File: config.mk
export PLATFORM = sky130hd
export DESIGN_NAME = bpu_csr
export DESIGN_NICKNAME = d
export VERILOG_FILES = /design/src/bpu_pkg.sv /design/src/bpu_csr.sv
export VERILOG_INCLUDE_DIRS = /design/src /design/src/src
export SDC_FILE = /design/constraint.sdc
export NUM_CORES = 1
export LEC_CHECK = 0
export BUFFER_PORTS_ARGS = -buffer_cell sky130_fd_sc_hd__buf_4
export CAP_MARGIN = 20
export CORE_ASPECT_RATIO = 1.75
export CORE_MARGIN = 2
export CORE_UTILIZATION = 58
export CTS_CLUSTER_SIZE = 28
export DETAILED_ROUTE_END_ITERATION = 12
export GPL_TIMING_DRIVEN = 0
export PLACE_DENSITY = 0.86
export SLEW_MARGIN = 20
export SYNTH_ARGS = -nofsm -noshare
export SYNTH_HDL_FRONTEND = slang
export SYNTH_SLANG_ARGS = --single-unit
File: constraint.sdc
create_clock -name clk -period 3.98 [get_ports clk]
set_clock_uncertainty 0.15 [all_clocks]
set_input_delay 0.796 -clock clk [delete_from_list [all_inputs] [get_ports clk]]
set_output_delay 0.796 -clock clk [all_outputs]
set_load 0.03 [all_outputs]
File: src/bpu_macros.svh
`ifndef BPU_MACROS_SVH
`define BPU_MACROS_SVH

// datapath width
`define BPU_XLEN 32

// bimodal direction table, indexed by pc[9:1]
`define BPU_BM_ENTRIES 512
`define BPU_BM_IDX_W 9

// direct-mapped btb, index pc[9:2] and tag pc[31:10]
`define BPU_BTB_ENTRIES 256
`define BPU_BTB_IDX_W 8
`define BPU_BTB_TAG_W 22

// return address stack, count is one bit wider than the index
`define BPU_RAS_DEPTH 64
`define BPU_RAS_PTR_W 7

// risc-v control transfer opcodes
`define BPU_OP_BRANCH 7'b1100011
`define BPU_OP_JAL 7'b1101111
`define BPU_OP_JALR 7'b1100111

// apb register map
`define BPU_REG_CTRL 8'h00
`define BPU_REG_TOTAL 8'h04
`define BPU_REG_CORRECT 8'h08

`endif

File: src/bpu_pkg.sv
`include "bpu_macros.svh"

package bpu_pkg;

    // pc and target addresses
    typedef logic [`BPU_XLEN-1:0] addr_t;
    // raw 32-bit instruction word
    typedef logic [`BPU_XLEN-1:0] inst_t;

    typedef logic [1:0] ctr2_t; // saturating direction counter

    // table index and tag vectors
    typedef logic [`BPU_BM_IDX_W-1:0] bm_idx_t;
    typedef logic [`BPU_BTB_IDX_W-1:0] btb_idx_t;
    typedef logic [`BPU_BTB_TAG_W-1:0] btb_tag_t;

    typedef logic [`BPU_RAS_PTR_W-1:0] ras_cnt_t; // stack occupancy, 0..64

    typedef logic [7:0] apb_addr_t; // byte offset into register block

endpackage

File: src/bpu_csr.sv
`timescale 1ns/1ns
`include "bpu_macros.svh"

module bpu_csr (
    input  logic               clk,
    input  logic               rst,
    input  logic               psel_i,
    input  logic               penable_i,
    input  logic               pwrite_i,
    input  bpu_pkg::apb_addr_t paddr_i,
    input  bpu_pkg::addr_t     pwdata_i,
    output bpu_pkg::addr_t     prdata_o,
    input  logic               resolve_i,
    input  logic               resolve_correct_i,
    output logic               predict_en_o
);

    logic                 predict_en_q;
    logic [`BPU_XLEN-1:0] total_q;   // resolved branches
    logic [`BPU_XLEN-1:0] correct_q; // correctly predicted ones
    logic                 wr_en;
    logic                 rd_en;

    // zero-wait apb, everything happens in the access phase
    assign wr_en = psel_i && penable_i && pwrite_i;
    assign rd_en = psel_i && !pwrite_i;

    always_ff @(posedge clk or posedge rst) begin
        if (rst) begin
            predict_en_q <= 1'b1; // prediction on out of reset
            total_q      <= '0;
            correct_q    <= '0;
        end else begin
            if (wr_en && (paddr_i == `BPU_REG_CTRL)) begin
                predict_en_q <= pwdata_i[0];
            end
            if (resolve_i) begin
                total_q <= total_q + `BPU_XLEN'(1);
                if (resolve_correct_i) begin
                    correct_q <= correct_q + `BPU_XLEN'(1);
                end
            end
        end
    end

    // read mux, unmapped offsets read zero
    always_comb begin
        prdata_o = '0;
        if (rd_en) begin
            case (paddr_i)
                `BPU_REG_CTRL:    prdata_o = {{(`BPU_XLEN-1){1'b0}}, predict_en_q};
                `BPU_REG_TOTAL:   prdata_o = total_q;
                `BPU_REG_CORRECT: prdata_o = correct_q;
                default:          prdata_o = '0;
            endcase
        end
    end

    assign predict_en_o = predict_en_q;

    a_penable_in_psel: assert property (
        @(posedge clk) disable iff (rst) penable_i |-> psel_i
    );

endmodule

-- Word-level counts from Yosys, hierarchy flattened
Cells that the tools add are included.
- reduce and logical (&&, ||, !) cells: 7
- add/sub/neg operators: 2
- multiplexer cells: 2
- eq/ne operators: 2
- operator list (operator ; number):
    $pmux W32 S3 ; 1
    $add A32 B1 Y32 const B ; 2
    $mux W32 ; 1
    $eq A8 B3 Y1 const B ; 1
    $eq A8 B4 Y1 const B ; 1
    $logic_not A8 Y1 ; 1
    $logic_and A1 B1 Y1 ; 4
    $reduce_and A2 Y1 ; 1
    $logic_not A1 Y1 ; 1
- register bits after elaboration: 65
- output and inout bits: 33
- bits of input ports: 47

-- Logic depth before layout (Yosys ltp)
- depth in word-level cells: 3
- gate-level depth with buffers: 6

-- Least setup slack after synthesis
No wires, ideal clock.
- kind: in2out
- from: input port paddr_i[1]
- to: output port prdata_o[22]
- arrival time: 2.365 ns
- stages on the path: 5
- path buffers: 1
- setup slack: 0.669 ns
- path through: or4_4 nor4_4 buf_2 a22oi_1 nor2_1
- longest elaborated chain between the ends: 3
- elaborated cells between the ends (all ways): 5
- those cells by class: 2 x eq/ne; 2 x mux; 1 x reduce/logical
- RTL lines (element ; RTL line ; source):
    from (decl) ; bpu_csr.sv:10 ; input bpu_pkg::apb_addr_t paddr_i,
    $eq A8 B4 Y1 (tied with other cells) ; bpu_csr.sv:50 ; case (paddr_i)
    $pmux W32 S3 (*) ; bpu_csr.sv:50 ;
    $mux W32 (*) ; bpu_csr.sv:49 ; if (rd_en) begin
    to (decl) ; bpu_csr.sv:12 ; output bpu_pkg::addr_t prdata_o,
Every way passes the cells marked *; elsewhere a longest branch is shown, timed or not.

-- Worst setup path in the final report
- from: input port paddr_i[1]
- to: output port prdata_o[11]
The elaborated chain is that of the path after synthesis.

==> results.json <==
{
  "switching_share_pct": 27.46,
  "die_h_um": 106.3,
  "path_common_cell": "buf_4",
  "synthArstFlopShare_pct": 100.0,
  "antenna_cells": 0,
  "cts_htree_levels": 3,
  "numCtsBuffers": 9,
  "min_path_type": "primary input to async pin",
  "required_ps": 3030,
  "pwr-share-seq_pct": 54.9,
  "yosys_warnings": 0,
  "dieArea_um2": 6639,
  "r2r_slack_ps": 1790,
  "overflow": 0,
  "clkLatencyLatePin_ps": 350,
  "crit_fanout": 10,
  "slew_headroom_pct": 42.87,
  "cp-start-kind": "primary input",
  "io_buffers": 47,
  "status": "completed",
  "clockBufferDepth": 2,
  "crit_slowest_cell": "or4_4",
  "synth_edf_count": 0,
  "final_cell_mix": "64 x dfrtp_1, 48 x buf_4, 45 x nor2_1",
  "max_stage_delay_ps": 580,
  "die_x_um": 62.46,
  "clkSinkCount": 65,
  "synthTopCellsByArea": "dfrtp_1 46%, xnor2_1 8.8%, xor2_1 6.8%",
  "worst_setup_path_end_kind": "primary output",
  "clkTransAtPathRegs_ps": 70,
  "cellLeakagePower_uw": 0.001874,
  "start_util_pct": 59.46,
  "antenna_found_initial": 0,
  "worst-path-buf-inv": 3,
  "fmaxAchievable_mhz": 279.7,
  "cp_top_family": "simple AND/OR/NAND/NOR gates",
  "antenna_left": 0,
  "synth_nets": 391,
  "tritoncts": "yes",
  "power_frac_clock_pct": 34.6,
  "grt_max_degree": 60,
  "grt_pass1_wl_mm": 13.68,
  "synth.distinct_cells": 36,
  "timing.rr.end": "total_q[26]",
  "dr.pass1.iters": 4,
  "ios": 80,
  "nets": 450,
  "rows": 37,
  "fillers": 466,
  "root_buffer": "clkbuf_8",
  "synth_top_flop_cell": "dfrtp_1",
  "drt_wl_total_mm": 8.272,
  "grt_pass1_vias": 2833,
  "reg2reg_depth": 5,
  "core-area_um2": 5833,
  "yosys.area.top_type_share_pct": 46.18,
  "p_comb_share_pct": 10.5,
  "holdBufCountCts": 0,
  "reg2reg_from": "total_q[0]",
  "ys_ff_latch": 65,
  "final_cell_area_um2": 4114,
  "post_dp_cell_area_um2": 3949,
  "cts_setup_buffers": 0,
  "switchingPower_uw": 410.5,
  "drive_gt1_share_pct": 20.84,
  "rsz0062_at_grt": "no",
  "timing.final.crit_share_pct": 89.84,
  "hold_viol": 0,
  "setup_viol": 0,
  "synth_area_leader_cell": "dfrtp_1",
  "area_growth_pct": 18.61,
  "layout_commonest_cell": "dfrtp_1",
  "layout_min_cycle_time_ps": 3576,
  "tns_ps": 0,
  "avgSynthCellArea_um2": 10.14,
  "crit_path_cell_trace": "buf_4, or4_4, nor3_2, nand3_1, clkbuf_1, nor2_1, buf_4",
  "dp_hpwl_mm": 5.945,
  "arrival_ps": 2630,
  "syn_area_um2": 3468,
  "worstSetupPathType": "primary input to primary output",
  "syn_inst": 342,
  "slew_violations": 0,
  "final_util_pct": 70.53,
  "p_total_uw": 1495,
  "place_congestion": 0.8428,
  "p_int_uw": 1084,
  "grtUsageTotal_pct": 27.00,
  "avgViaCountPerCell": 5.927,
  "max_cap_viol_count": 0,
  "worst_slew_pin_slew_ps": 849.1,
  "drcViolationCount": 0,
  "powerDensity_nw_per_um2": 363.4,
  "cts.repair.resized": 0,
  "ir_worst_vdd_mv": 0.3326,
  "drt_iter0_markers": 232,
  "ys_seq_area_share_pct": 46.93,
  "num_vias": 2851,
  "wl_per_cell_um": 17.20
}
[routing by layer]
layer	track usage [%]	part of all wire, %	vias up
met2	48.62	55	88
met5	0	0	-
li1	-	-	1324
met1	30.16	38	1417
met3	5.608	4.0	22
met4	12.54	3.1	0
[how the worst max path moves through the flow]
stage,startpoint,end,slack [ps],cells after the start
after global placement,paddr_i[1],prdata_o[8],430,7
after global routing,paddr_i[1],prdata_o[9],280,7
after detailed placement,paddr_i[1],prdata_o[11],400,7
after CTS,paddr_i[1],prdata_o[11],390,7
after floorplan,paddr_i[1],prdata_o[22],670,5
final,paddr_i[1],prdata_o[11],400,7
[logic make-up after synthesis]
| group | share of synthesized area [%] |
|---|---|
| AOI/OAI and AO/OA | 7.035 |
| xor gates and xnor gates | 15.66 |
| adders and majority gates | 0.7214 |
| buffers and inverters | 2.742 |
| DFF | 46.93 |
| muxes | 1.263 |
| and+or+nand+nor | 25.65 |
[power groups by stage]
stage	logic [uW]	registers, uW	clock network, uW
3_5_place_dp	160	830	0
6_report	157	821	517
3_3_place_gp	145	828	0
5_1_grt	178	829	547
4_1_cts	159	819	519
2_1_floorplan	116	807	0
[through the flow]
stage | hold WS [ps] | setup slack, ps | cells
floorplan | 292.0 | 669.5 | 342
global placement | 314.4 | 432.2 | 467
detailed placement | 329.3 | 397.0 | 468
CTS | 174.6 | 392.0 | 481
global route | 185.3 | 275.1 | 481
finish | 175.1 | 404.4 | 481
[worst register-to-register path, stage by stage, from the launching register on]
cell,delay [ps]
dfrtp_1,450
ha_1,240
nand2_1,100
nor4_1,750
nand4_1,210
xnor2_1,170
[cell usage after synthesis, drive strengths merged, types with 2 or more instances]
cell type  count
a22oi         31
and2           5
and3          11
and4           6
buf            9
clkbuf         6
dfrtp         64
ha             2
inv            5
mux2           3
nand2         23
nand2b         2
nand3         19
nand4         20
nor2          45
nor3           7
nor4          10
or3            3
xnor2         35
xor2          27
[state kept, by name, summed over array words and instances, names as in the netlist]
name	flops
correct_q	32
predict_en_o	1
total_q	32
[final cells by class]
type / count / area [um2] / area share [%]
multi-input combinational: 257 / 1745 / 42.43
sequential: 65 / 1628 / 39.57
timing repair buffer: 48 / 380.4 / 9.246
clock buffer: 12 / 135.1 / 3.285
tap: 78 / 97.59 / 2.372
buffer: 15 / 76.32 / 1.855
clock inverter: 1 / 30.03 / 0.7299
inverter: 5 / 21.27 / 0.5170
Power figures use the tool's default switching activity.
