--- config.mk ---
export PLATFORM = sky130hd
export DESIGN_NAME = bimodal_predictor
export DESIGN_NICKNAME = d
export VERILOG_FILES = /design/src/bpu_pkg.sv /design/src/bimodal_predictor.sv
export VERILOG_INCLUDE_DIRS = /design/src /design/src/src
export SDC_FILE = /design/constraint.sdc
export NUM_CORES = 2
export LEC_CHECK = 0
export BUFFER_PORTS_ARGS = -buffer_cell sky130_fd_sc_hd__buf_2
export CAP_MARGIN = 0
export CORE_MARGIN = 10
export CORE_UTILIZATION = 26
export DETAILED_ROUTE_END_ITERATION = 8
export PLACE_DENSITY = 0.41
export REMOVE_ABC_BUFFERS = 1
export SYNTH_ARGS = -nofsm -noshare
export SYNTH_HDL_FRONTEND = slang
export SYNTH_SLANG_ARGS = --single-unit
export TNS_END_PERCENT = 50
--- constraint.sdc ---
create_clock -name clk -period 94.9 [get_ports clk]
set_input_delay 23.725 -clock clk [delete_from_list [all_inputs] [get_ports clk]]
set_output_delay 23.725 -clock clk [all_outputs]
set_load 0.02 [all_outputs]
--- src/bpu_macros.svh ---
`ifndef BPU_MACROS_SVH
`define BPU_MACROS_SVH

// datapath width
`define BPU_XLEN 32

// bimodal direction table, indexed by pc[9:1]
`define BPU_BM_ENTRIES 512
`define BPU_BM_IDX_W 9

// direct-mapped btb, index pc[9:2] and tag pc[31:10]
`define BPU_BTB_ENTRIES 256
`define BPU_BTB_IDX_W 8
`define BPU_BTB_TAG_W 22

// return address stack, count is one bit wider than the index
`define BPU_RAS_DEPTH 64
`define BPU_RAS_PTR_W 7

// risc-v control transfer opcodes
`define BPU_OP_BRANCH 7'b1100011
`define BPU_OP_JAL 7'b1101111
`define BPU_OP_JALR 7'b1100111

// apb register map
`define BPU_REG_CTRL 8'h00
`define BPU_REG_TOTAL 8'h04
`define BPU_REG_CORRECT 8'h08

`endif

--- src/bpu_pkg.sv ---
`include "bpu_macros.svh"

package bpu_pkg;

    // pc and target addresses
    typedef logic [`BPU_XLEN-1:0] addr_t;
    // raw 32-bit instruction word
    typedef logic [`BPU_XLEN-1:0] inst_t;

    typedef logic [1:0] ctr2_t; // saturating direction counter

    // table index and tag vectors
    typedef logic [`BPU_BM_IDX_W-1:0] bm_idx_t;
    typedef logic [`BPU_BTB_IDX_W-1:0] btb_idx_t;
    typedef logic [`BPU_BTB_TAG_W-1:0] btb_tag_t;

    typedef logic [`BPU_RAS_PTR_W-1:0] ras_cnt_t; // stack occupancy, 0..64

    typedef logic [7:0] apb_addr_t; // byte offset into register block

endpackage

--- src/bimodal_predictor.sv ---
`timescale 1ns/1ns
`include "bpu_macros.svh"

module bimodal_predictor (
    input  logic           clk,
    input  logic           rst,
    input  bpu_pkg::addr_t lookup_pc_i,
    output logic           taken_o,
    input  logic           train_valid_i,
    input  bpu_pkg::addr_t train_pc_i,
    input  logic           train_taken_i
);

    bpu_pkg::ctr2_t ctr_q [`BPU_BM_ENTRIES];

    bpu_pkg::bm_idx_t lookup_idx;
    bpu_pkg::bm_idx_t train_idx;
    bpu_pkg::ctr2_t   train_ctr;
    bpu_pkg::ctr2_t   train_ctr_nxt;

    // bit 0 of the pc is always zero, skip it
    assign lookup_idx = lookup_pc_i[`BPU_BM_IDX_W:1];
    assign train_idx  = train_pc_i[`BPU_BM_IDX_W:1];

    assign taken_o   = ctr_q[lookup_idx][1]; // msb is the direction
    assign train_ctr = ctr_q[train_idx];

    // saturate at 00 and 11
    always_comb begin
        train_ctr_nxt = train_ctr;
        if (train_taken_i && (train_ctr != 2'b11)) begin
            train_ctr_nxt = train_ctr + 2'b01;
        end else if (!train_taken_i && (train_ctr != 2'b00)) begin
            train_ctr_nxt = train_ctr - 2'b01;
        end
    end

    always_ff @(posedge clk or posedge rst) begin
        if (rst) begin
            for (int i = 0; i < `BPU_BM_ENTRIES; i++) begin
                ctr_q[i] <= 2'b01; // weakly not taken
            end
        end else if (train_valid_i) begin
            ctr_q[train_idx] <= train_ctr_nxt;
        end
    end

    // a resolved branch must carry a real pc
    a_train_pc_known: assert property (
        @(posedge clk) disable iff (rst) train_valid_i |-> !$isunknown(train_pc_i)
    );

endmodule

Word level (Yosys, flattened, before mapping) --
Cells that the tools add are included.
Cells by class: eq/ne operators 1, shifts and indexed selects 0, add/subtract/negate cells 2, muxes and demuxes 11, order comparisons 3, multiply operators 0, div/mod/pow operators 0, reductions and logical operators 5, bitwise gates (word level) 2
Operators by type and width (count):
- 1024-bit bitwise mux | 1
- 2-bit binary-select mux with 9-bit select | 2
- 10-bit >= comparator, second input constant | 2
- 9-bit inverter with 10-bit output | 2
- 2-bit demux with 9-bit select | 1
- 2-bit 2-to-1 mux | 7
- 10-bit by 1-bit < comparator with 1-bit output, second input constant | 1
- 1-bit logical AND | 3
- 2-bit by 1-bit adder with 2-bit output, second input constant | 1
- 2-bit inequality test, second input constant | 1
- 2-bit nonzero test | 1
- 2-bit by 1-bit subtractor with 2-bit output, second input constant | 1
- 1-bit zero test | 1
Storage, ports and cells: word-level logic and storage cells 536, ROM bits 0, RAM bits 0, memories 0, bits in latches 0, input bits 68, register bits after elaboration 1024, output and inout port bits 1

Depth between registers and ports, before layout --
depth in word-level cells 9, depth in mapped cells 23, depth with buffers taken out 14

Worst setup path after synthesis --
Ideal clock, no wire load.
kind input port to output port, start in lookup_pc_i[1], end out taken_o, data arrival time 27.008 ns, buffers on the path 2, stages on the path 7, data required time 71.175 ns, path slack 44.167 ns, cells stage by stage clkbuf_1 > buf_1 > mux4_2 > mux4_2 > mux4_2 > mux4_2 > mux2_2
On the way: cells in the longest elaborated chain, start to end 4
Ends and longest elaborated chain:
- start: declaration | RTL line bimodal_predictor.sv:7 | input bpu_pkg::addr_t lookup_pc_i,
- 9-bit inverter with 10-bit output (implied by the code) | RTL line bimodal_predictor.sv:25 | assign taken_o = ctr_q[lookup_idx][1];
- 2-bit binary-select mux with 9-bit select | RTL line bimodal_predictor.sv:25
- 2-bit 2-to-1 mux (implied by the code) (2 in a row) | RTL line bimodal_predictor.sv:25
- end: declaration | RTL line bimodal_predictor.sv:8 | output logic taken_o,
Every way passes these cells. The select of a mux whose other input is x is not followed.

Final worst setup path --
Same ends and word-level chain as after synthesis.

==> key figures <==
Synth
  • Synth top area share: between 20% and 30%
  • Syn. warnings: 0
  • EDFF count, synth: 0
  • Synth area leader: dfstp_2
  • Leading cell types by count after synthesis: nand2_1, mux2_2, o21ai_0
  • Asr flop ratio synth: 100%
  • Count leader, synth: nand2_1
  • Main synth FF type: dfstp_2
  • Sequential-to-total area share from yosys stat: between 50 and 60%
  • Mapped Cells: approximately 4300
  • Post-Syn Area: 52300 um2
  • Avg Cell Area, Syn: ~12 um2
  • Post-synth cell types: 57
  • Synth area leaders: dfstp_2, dfrtp_1, mux4_2, mux2_2, nand2_1
  • #FFs+latches synth: ~1000

Setup path
  • Worst setup SP type: input port
  • Crit-path slowest cell: buf_4
  • CP Data Arrival Time: around 29 ns
  • Critical Path Source: lookup_pc_i[1]
  • Largest delay share family, worst path: multiplexers
  • Worst path max stage delay: ~0.86 ns
  • Worst r2r src: ctr_q[568]$_DFFE_PP1P_
  • Buf/Inv on CP: 4
  • CP Cell Sequence: buf_8 > buf_4 > buf_4 > mux4_2 > mux4_2 > mux4_2 > mux4_2 > mux2_2 > buf_2
  • Kind of critical path: in -> out
  • WP data required: between 70 and 80 ns
  • CP most frequent cell: mux4_2
  • Worst Setup End Kind: output port
  • CP Max Fanout: 57

Detailed routing
  • First-pass DRT Iterations: 5
  • Post-DR wirelength/cell: around 26 um
  • Total Wirelength: roughly 180000 um
  • Post-route ant nets: 0
  • Vias: approximately 35000
  • Initial DRC count: 2496
  • DRC Markers: 0
  • Avg Vias per Cell: ~5

STA
  • RSZ-0062 raised after global routing: no
  • Max Fclk: between 0.015 and 0.02 GHz
  • Worst Tran Pin Value: approximately 1.2 ns
  • Final min period: 52.47 ns
  • Setup Skew: 0.0354 ns
  • Final WS setup: ~42 ns
  • Fin. Hold Viols: 0
  • Final Max Tran Viols: 0
  • Final setup fails: 0
  • WHS: roughly 0.47 ns
  • Worst slew margin: 19.2%
  • Tcrit/Tclk final: approximately 55%
  • Fin Setup TNS: 0 ns

Worst hold path
  • Hold path startpoint: ctr_q[562]$_DFFE_PP1P_
  • Worst hold-check path type: reg -> reg

Cells and area
  • Area Growth Syn to Fin: 14.1%
  • Fin nets: 4245
  • Share of cells above drive strength 1: between 40% and 50%
  • Top reg by flops: ctr_q
  • Top Registers: ctr_q (1024)
  • Number of flip-flops in the largest register: 1024
  • Post-layout util: ~30%
  • # diodes: 0

Die
  • Ports: approximately 70
  • Placeable Area: between 150000 and 200000 um2
  • Starting Density: 26.2%
  • Die ar.: 219000 um2
  • Die width: approximately 470 um
  • Die Ht: around 470 um
  • Core Rows: 164

Clock tree
  • Clock buffer depth: 3
  • Clk root buf: clkbuf_16
  • Setup bufs post-CTS: 0
  • Clock latency on the worst-skew pair: approximately 0.8 ns
  • Post_cts resized: 0
  • CTS buffer count: between 100 and 150
  • CTS Hold Bufs: 0
  • CTS sink cnt: roughly 1000
  • TritonCTS clock tree: yes
  • Max H-tree Level: 4
  • Reg clk slew, reported paths: around 0.060 ns

Global route
  • Total grt overflow: 0
  • Met3 GRT Util: under 10%
  • Tot GR Track Use: 16.7%
  • First-pass GRT wire length: around 270000 um
  • Antenna violations before repair: 8
  • Number of global-route vias before repair: between 30000 and 40000
  • Met1 GRT Util: between 20% and 30%
  • Largest net degree at the start of global routing: roughly 230
  • Grt met2 use: between 20% and 30%
  • Top Usage Layer GRT: met2

Place
  • Post-placement setup slack: ~42 ns
  • Routability cong.: roughly 0.78
  • PortBufs: 22
  • DP Wirelength: between 100000 and 150000 um

Power
  • Pwr Density: 18.3 nW/um2
  • Peak VDD IR: about 0.013 mV
  • Leak: 0.0235 uW

Status
  • Status: complete, no violations

Job
  • Max cap viols: 0
-- metal layers --
layer	share of wire, %	routed length, um
met5	0	0
met2	47	86100
met1	46	83600
met3	3.8	6950
met4	3.1	5630
-- metrics by stage --
step	cells	instance area (um2)	total power (uW)
final	6936	59600	1090
after global placement	6699	55300	595
after floorplan	3914	50700	535
after CTS	6936	59600	1110
after detailed placement	6699	55300	596
after global routing	6936	59600	1140
-- report_power, final --
part           leakage, uW  switching [uW]  internal (uW)
clock              0.00214             203            303
combinational      0.00895            80.8           34.0
sequential          0.0124            10.5            461
total               0.0235             295            798
-- layout make-up --
cell class | count | area (um2)
Timing Repair Buffer | 129 | 1030
Tap cell | 2656 | 3320
Clock buffer | 205 | 3950
Clock inverter | 32 | 407
Multi-Input combinational cell | 2882 | 24600
Fill cell | 20443 | 140000
Inverter | 8 | 40.0
Sequential cell | 1024 | 26300
-- path summary, 6_finish.rpt --
path	slack [ns]	endpoint	cells after the start
min reg2reg	0.47	ctr_q[562]$_DFFE_PP1P_	2
max in group asynchronous	68.94	ctr_q[709]$_DFFE_PP0P_	5
min	0.47	ctr_q[562]$_DFFE_PP1P_	2
max	42.43	taken_o	9
max reg2reg	87.47	ctr_q[602]$_DFFE_PP1P_	14
min in group asynchronous	23.05	ctr_q[341]$_DFFE_PP0P_	2
-- cells in the final DEF (no fill, tap or decap), types with 6 or more instances in the layout --
cell type  Yosys  routed
a22oi_1       62      62
nor2_4         0       7
mux2i_1      122     122
buf_4         21     104
nor4_2         2       8
o21ai_0      517     517
a31oi_1        6       6
nor2_2         0       7
mux2_2       529     529
clkinv_2       0      17
mux4_2       395     395
buf_12         0       6
nand2b_1       7       7
nand3_1       33      33
nand2_1     1056    1056
nor3_2         0      14
a2111oi_0      6       6
buf_2         73      15
a21oi_1       17      17
dfstp_2      512     512
clkbuf_8       0      30
clkbuf_16      0     136
clkbuf_1     148      40
nor2_1        32      18
bufinv_16      0       6
dfrtp_1      512     512
-- kinds of logic (layout without fill, tap and decap cells) --
kind of cell | Yosys count | count (layout) | share of synthesized area [%]
and+or+nand+nor | 1186 | 1186 | 8.92
muxes | 1046 | 1046 | 30.7
DFF | 1024 | 1024 | 50.2
AOI/OAI and AO/OA | 647 | 647 | 6.86
buffers and inverters | 344 | 374 | 3.15
adders and majority gates | 2 | 2 | 0.0479
xor gates and xnor gates | 1 | 1 | 0.0311
-- worst min-delay path: stages, from the launching register on --
cell and delay (ns):
dfstp_2 0.36, nand2_1 0.04, o21ai_0 0.06
Power figures use the tool's default switching activity.
