`src/bpu_macros.svh`:
```
`ifndef BPU_MACROS_SVH
`define BPU_MACROS_SVH

// datapath width
`define BPU_XLEN 32

// bimodal direction table, indexed by pc[9:1]
`define BPU_BM_ENTRIES 512
`define BPU_BM_IDX_W 9

// direct-mapped btb, index pc[9:2] and tag pc[31:10]
`define BPU_BTB_ENTRIES 256
`define BPU_BTB_IDX_W 8
`define BPU_BTB_TAG_W 22

// return address stack, count is one bit wider than the index
`define BPU_RAS_DEPTH 64
`define BPU_RAS_PTR_W 7

// risc-v control transfer opcodes
`define BPU_OP_BRANCH 7'b1100011
`define BPU_OP_JAL 7'b1101111
`define BPU_OP_JALR 7'b1100111

// apb register map
`define BPU_REG_CTRL 8'h00
`define BPU_REG_TOTAL 8'h04
`define BPU_REG_CORRECT 8'h08

`endif

```
`src/bpu_pkg.sv`:
```
`include "bpu_macros.svh"

package bpu_pkg;

    // pc and target addresses
    typedef logic [`BPU_XLEN-1:0] addr_t;
    // raw 32-bit instruction word
    typedef logic [`BPU_XLEN-1:0] inst_t;

    typedef logic [1:0] ctr2_t; // saturating direction counter

    // table index and tag vectors
    typedef logic [`BPU_BM_IDX_W-1:0] bm_idx_t;
    typedef logic [`BPU_BTB_IDX_W-1:0] btb_idx_t;
    typedef logic [`BPU_BTB_TAG_W-1:0] btb_tag_t;

    typedef logic [`BPU_RAS_PTR_W-1:0] ras_cnt_t; // stack occupancy, 0..64

    typedef logic [7:0] apb_addr_t; // byte offset into register block

endpackage

```
`src/return_address_stack.sv`:
```
`timescale 1ns/1ns
`include "bpu_macros.svh"

module return_address_stack (
    input  logic           clk,
    input  logic           rst,
    input  logic           push_i,
    input  bpu_pkg::addr_t push_addr_i,
    input  logic           pop_i,
    output bpu_pkg::addr_t top_o,
    output logic           empty_o
);

    bpu_pkg::addr_t stack_q [`BPU_RAS_DEPTH];

    bpu_pkg::ras_cnt_t cnt_q;
    bpu_pkg::ras_cnt_t cnt_pop;  // count after the pop
    bpu_pkg::ras_cnt_t cnt_nxt;
    bpu_pkg::ras_cnt_t top_cnt;
    logic              do_pop;
    logic              do_push;
    logic [`BPU_RAS_PTR_W-2:0] wr_idx;
    logic [`BPU_RAS_PTR_W-2:0] top_idx;

    // pop first, then push into the freed slot
    assign do_pop  = pop_i && (cnt_q != '0);
    assign cnt_pop = do_pop ? cnt_q - `BPU_RAS_PTR_W'(1) : cnt_q;
    assign do_push = push_i && (cnt_pop != `BPU_RAS_PTR_W'(`BPU_RAS_DEPTH));
    assign cnt_nxt = do_push ? cnt_pop + `BPU_RAS_PTR_W'(1) : cnt_pop;

    assign wr_idx  = cnt_pop[`BPU_RAS_PTR_W-2:0];
    assign top_cnt = cnt_q - `BPU_RAS_PTR_W'(1);
    assign top_idx = top_cnt[`BPU_RAS_PTR_W-2:0];

    assign empty_o = (cnt_q == '0);
    assign top_o   = empty_o ? '0 : stack_q[top_idx];

    always_ff @(posedge clk or posedge rst) begin
        if (rst) begin
            cnt_q <= '0;
        end else begin
            cnt_q <= cnt_nxt;
        end
    end

    // entry storage
    always_ff @(posedge clk) begin
        if (do_push) begin
            stack_q[wr_idx] <= push_addr_i;
        end
    end

    // occupancy never passes the depth
    a_cnt_in_range: assert property (
        @(posedge clk) disable iff (rst) cnt_q <= `BPU_RAS_PTR_W'(`BPU_RAS_DEPTH)
    );

endmodule

```
`config.mk`:
```
export PLATFORM = sky130hd
export DESIGN_NAME = return_address_stack
export DESIGN_NICKNAME = d
export VERILOG_FILES = /design/src/bpu_pkg.sv /design/src/return_address_stack.sv
export VERILOG_INCLUDE_DIRS = /design/src /design/src/src
export SDC_FILE = /design/constraint.sdc
export NUM_CORES = 2
export LEC_CHECK = 0
export ABC_AREA = 1
export BUFFER_PORTS_ARGS = -buffer_cell sky130_fd_sc_hd__buf_2
export CAP_MARGIN = 20
export CORE_MARGIN = 5
export CORE_UTILIZATION = 42
export CTS_CLUSTER_DIAMETER = 40
export CTS_CLUSTER_SIZE = 10
export DETAILED_ROUTE_END_ITERATION = 8
export HOLD_SLACK_MARGIN = 0.06
export SLEW_MARGIN = 20
export SYNTH_ARGS = -nofsm -noshare
export SYNTH_HDL_FRONTEND = slang
export SYNTH_SLANG_ARGS = --single-unit
```
`constraint.sdc`:
```
create_clock -name clk -period 6.2 [get_ports clk]
set_clock_uncertainty 0.2 [all_clocks]
set_input_delay 0.62 -clock clk [delete_from_list [all_inputs] [get_ports clk]]
set_output_delay 0.62 -clock clk [all_outputs]
set_load 0.03 [all_outputs]
```
# After elaboration in Yosys (flattened, before gate mapping)
# Memory sizes are Yosys's and may differ from the RTL's.
# Index checks and enable logic that the tools add are counted.
dict set report word_totals {
  mem_bits_ro 0
  mem_bits_rw 2048
  memories 1
  in_bits 36
  word_cells 14
  latchBits 0
  reg_bits 7
  output_inout_bits 33
}
# name depth word_bits rd rd_clocked_by_memory_dff wr line
set mem_list {}
lappend mem_list {stack_q 64 32 1 0 1 return_address_stack.sv:14} ;# bpu_pkg::addr_t stack_q [`BPU_RAS_DEPTH];
dict set report op_classes {
  n_eq_ne 1
  add_sub_neg 2
  div_mod_pow 0
  n_mul 0
  n_mux 5
  shifts 0
  bitwise 0
  order_cmp 0
  n_reduce_logical 4
}
# cell count
set ops {}
lappend ops {{$mux W32} 1}
lappend ops {{$mux W7} 2}
lappend ops {{$add A7 B1 Y7 const B} 1}
lappend ops {{$logic_not A7 Y1} 1}
lappend ops {{$ne A7 B7 Y1 const B} 1}
lappend ops {{$reduce_bool A7 Y1} 1}
lappend ops {{$sub A7 B1 Y7 const B} 1}
lappend ops {{$logic_and A1 B1 Y1} 2}
lappend ops {{$mux W1} 2}

# Logic depth before layout (Yosys ltp)
dict set report logic_depth {
  ltp_word 7
  depth_mapped 22
  depth_no_buf 16
}

# Worst setup path before layout
# Ideal clock, no wire load.
dict set report synth_timing {
  kind {register -> register}
  startpoint {reg cnt_q[0]}
  endpoint {mem stack_q[15][0] (netlist bit), enable pin}
  period_less_slack_ns 4.740
  path_buffers 6
  t_arrival_ns 4.119
  setup_ns 0.421
  path_slack_ns 1.460
  path_stages_with_launch 22
  t_required_ns 5.579
  cell_sequence {dfrtp_1 -> buf_2 -> inv_2 -> buf_4 -> buf_2 -> buf_2 -> buf_2 -> ha_1 -> inv_1 -> nor2_1 -> nand3_2 -> nand2_4 -> buf_6 -> nand2_1 -> nand2_2 -> inv_2 -> ha_1 -> nand2_1 -> nor2_2 -> nand3_4 -> nand3_1 -> nor2_1}
}
dict set report synth_via {
  elab_chain_cells 7
  word_cells_on_any_way 8
  classes_between {add/sub: 1; eq/ne: 1; mux: 3; reduce/logical: 3}
}
# item line
set synth_lines {}
lappend synth_lines {{from (decl)} return_address_stack.sv:16} ;# bpu_pkg::ras_cnt_t cnt_q;
lappend synth_lines {{from (signal assigned)} return_address_stack.sv:42} ;# cnt_q <= cnt_nxt;
lappend synth_lines {{branches (longest 2 deep; another with $sub A7 B1 Y7)} --}
lappend synth_lines {{$mux W7 (*)} return_address_stack.sv:27} ;# assign cnt_pop = do_pop ? cnt_q - `BPU_RAS_PTR_W'(1) : cnt_q;
lappend synth_lines {{$ne A7 B7 Y1} return_address_stack.sv:28} ;# assign do_push = push_i && (cnt_pop != `BPU_RAS_PTR_W'(`BPU_RAS_DEPTH));
lappend synth_lines {{$logic_and A1 B1 Y1} return_address_stack.sv:28}
lappend synth_lines {{$mux W1} return_address_stack.sv:48} ;# if (do_push) begin
lappend synth_lines {{$mux W1 (implied by the code)} return_address_stack.sv:49} ;# stack_q[wr_idx] <= push_addr_i;
lappend synth_lines {{to (decl)} return_address_stack.sv:14}
# Every way passes the cells marked *.

# Worst setup path in the final report
dict set report layout_timing {
  startpoint {reg cnt_q[0]}
  endpoint {out top_o[14]}
}
dict set report layout_via {
  elab_chain_cells 3
  word_cells_on_any_way 4
  classes_between {add/sub: 1; mux: 1; reduce/logical: 1; memory: 1}
}
# item line
set layout_lines {}
lappend layout_lines {{$sub A7 B1 Y7} return_address_stack.sv:32} ;# assign top_cnt = cnt_q - `BPU_RAS_PTR_W'(1);
lappend layout_lines {{$mem_v2 Z64 W32} --}
lappend layout_lines {{$mux W32 (*)} return_address_stack.sv:36} ;# assign top_o = empty_o ? '0 : stack_q[top_idx];
lappend layout_lines {{to (decl)} return_address_stack.sv:10} ;# output bpu_pkg::addr_t top_o,
# Every way passes the cells marked *; elsewhere a longest branch is shown, timed or not.

==> impl_metrics.py <==
metrics = {
    "run_status": {
        "status": "completed",
    },
    "clock_network": {
        "clkSinkCount": 2055,
        "clkLatencyLatePin_ps": 880,
        "cts_buffer_depth": 4,
        "cts_tree": "yes",
        "cts-root-buf": "clkbuf_16",
        "htreeDepth": 5,
        "cts_buffers": 287,
        "path_clk_slew_ps": 50,
    },
    "route": {
        "wire_per_inst_um": 24.3,
        "vias_per_cell": 5.60,
        "first_pass_iters": 5,
        "drc_errors": 0,
        "drt-initial-drc-count": 6783,
        "wl_um": 234000,
        "drtAntennaViolNets": 0,
        "vias": 54000,
    },
    "run": {
        "drv_cap": 0,
    },
    "place": {
        "dp_hpwl_um": 122000,
        "pre_cts_ws_ps": 1100,
        "io_buffer_count": 68,
        "gp_congestion": 0.840,
    },
    "die": {
        "die_x_um": 453,
        "die_h_um": 453,
        "rows": 162,
        "fp.dieArea_sq_mm": 0.205,
        "pin_count": 69,
        "initial_utilization_pct": 42.3,
        "coreArea_sq_mm": 0.195,
    },
    "sta": {
        "worstMarginPinSlew_ps": 1220,
        "fin_crit_ps": 5680,
        "maxSlewHeadroom_pct": 18.7,
        "slew_viol_final": 0,
        "clock.fmax_ghz": 0.176,
        "tns_ps": 0,
        "worst_slack_ps": 523,
        "hold_viol": 0,
        "setup_violations": 0,
        "fin_crit_sh_pct": 91.6,
        "rsz0062_at_grt": "false",
    },
    "yosys": {
        "async_flop_share_pct": 0.341,
        "syn-num-nets": 6869,
        "ys_types": 28,
        "synth_top_area_share_pct": 74.6,
        "synth.most_common_cell": "nand2_1",
        "yosysTopAreaCell": "edfxtp_1",
        "synth_area_sq_mm": 0.0825,
        "synth-edff-count": 2048,
        "synth_area_per_cell_sq_um": 12.1,
        "synth_ff_type": "edfxtp_1",
        "synthTopCellsByArea": "edfxtp_1 (75%), nand3_1 (12%), nand2_1 (9.5%), clkbuf_1 (1.2%), buf_2 (0.76%)",
        "ys_top_cells_by_count": "nand2_1 (2,095), edfxtp_1 (2,048), nand3_1 (1,939)",
        "synth_seq_cells": 2055,
        "syn_inst": 6829,
        "yosysSeqAreaShare_pct": 74.8,
        "yosys_warnings": 0,
    },
    "grt": {
        "grt_pass1_wl_um": 348000,
        "grt.overflow.total": 0,
        "grt_max_degree": 212,
        "antenna_found_initial": 17,
        "grt_util_all_layers_pct": 22.5,
        "grt_pass1_vias": 52500,
    },
    "setup_path": {
        "cp-end-kind": "primary output",
        "path_max_fanout": 162,
        "path_class": "register to primary output",
        "required_ps": 5380,
        "r2r-end": "stack_q[14][15]",
        "reg2reg_slack_ps": 1100,
        "regToRegStartpoint": "cnt_q[0]",
        "cp-start-kind": "register",
        "r2r_cells": 9,
        "critPathArrivalTime_ps": 4860,
    },
    "power": {
        "p_total_w": 0.0535,
        "peakVddDrop_mv": 0.698,
        "leakage_nw": 32.9,
        "p_per_area_mw_per_mm2": 566,
    },
    "final_layout": {
        "multiInputGateArea_sq_mm": 0.0194,
        "drive_gt1_share_pct": 9.65,
        "num-nets-final": 6938,
        "regArea_sq_mm": 0.0617,
        "fillCellCount": 16800,
        "area_delta_synth_final_pct": 14.7,
    },
    "worst_hold_path": {
        "hold_path_end": "stack_q[15][0]",
        "hp-start": "push_addr_i[0]",
        "whs_path_depth": 1,
        "worstHoldPathType": "input pin to register",
    },
}
cell families after synthesis:
group	after synthesis	share of synthesized area, %
XOR/XNOR	6	0.0819
flip-flops	2055	74.8
AO/OA/AOI/OAI	64	0.393
AND/OR/NAND/NOR	4225	22.3
buffers and inverters	475	2.37
adder cells (fa/ha/maj)	4	0.0607
worst max-delay path, cell delays in order (launching register included):
cell	delay (ps)
dfrtp_4	510
inv_8	250
buf_12	510
buf_4	880
nand2_1	130
nand3_1	150
nand3_1	100
nand3_1	160
nand3_1	150
nand3_1	220
nand2_1	70
nor2_1	270
buf_2	270
state kept, by name, indices dropped and copies added (netlist names):
register / cells
cnt_q: 7
stack_q: 2048
worst max-delay path by stage:
stage                  start              end  slack [ps]  depth (start not counted)
finish              cnt_q[0]        top_o[14]         520                         12
CTS                 cnt_q[0]        top_o[25]         490                         12
detailed placement  cnt_q[0]  stack_q[14][29]        1100                          9
floorplan           cnt_q[0]   stack_q[15][0]        1460                         21
global placement    cnt_q[0]  stack_q[14][15]        1200                          9
global route        cnt_q[0]         top_o[3]         260                         12
layer usage:
metal / part of all wire [%] / global-route usage, % / wire, um / vias to the layer above
li1: - / - / - / 24500
met1: 41 / 30.9 / 95200 / 26600
met2: 48 / 36.6 / 113000 / 2512
met3: 8.0 / 3.61 / 18800 / 399
met4: 3.1 / 7.53 / 7310 / 0
met5: 0 / 0 / 0 / -
final cells by class:
| class | instances | area share, % |
|---|---|---|
| antenna | 3 | 0.00793 |
| multi-input combinational | 4299 | 20.5 |
| clock inverter | 83 | 0.872 |
| clock buffer | 333 | 7.87 |
| sequential | 2055 | 65.2 |
| inverter | 23 | 0.112 |
| tap | 2624 | 3.47 |
| timing repair buffer | 232 | 1.98 |
what timing repair did:
action | CTS | global route
hold buffers | 4 | 0
buffers inserted | 0 | 0
endpoints found under the hold margin | 9 | 0
resized for setup | 0 | 0
power by group:
part / internal [W] / switching [W] / total (W) / leakage, nW
Sequential: 0.0159 / 0.000139 / 0.0160 / 18.5
Combinational: 0.00575 / 0.0171 / 0.0229 / 10.4
Clock: 0.00903 / 0.00559 / 0.0146 / 4.02
per-stage QoR:
step / cells / utilization (%) / area (sq um) / hold WS [ps]
after floorplan: 6829 / - / 82500 / 223
after global placement: 9229 / 44.2 / 86300 / 425
after detailed placement: 9229 / 44.2 / 86300 / 435
after CTS: 9649 / 48.5 / 94600 / 61.6
after global routing: 9651 / 48.5 / 94600 / 73.3
final: 9652 / 48.5 / 94600 / 60.0
cell usage in the layout, fill, tap and decap left out, types with 12 or more instances in the layout:
cell type	instances
nor2_4	65
buf_2	63
clkbuf_16	291
inv_1	16
o21ai_0	40
nand3_1	1939
buf_12	22
nand2_1	2092
clkinv_2	20
bufinv_16	14
edfxtp_1	2048
a21oi_1	14
clkinv_1	25
nor2_1	100
clkinvlp_4	12
clkbuf_1	41
buf_4	143
(Power assumes the default switching activity.)
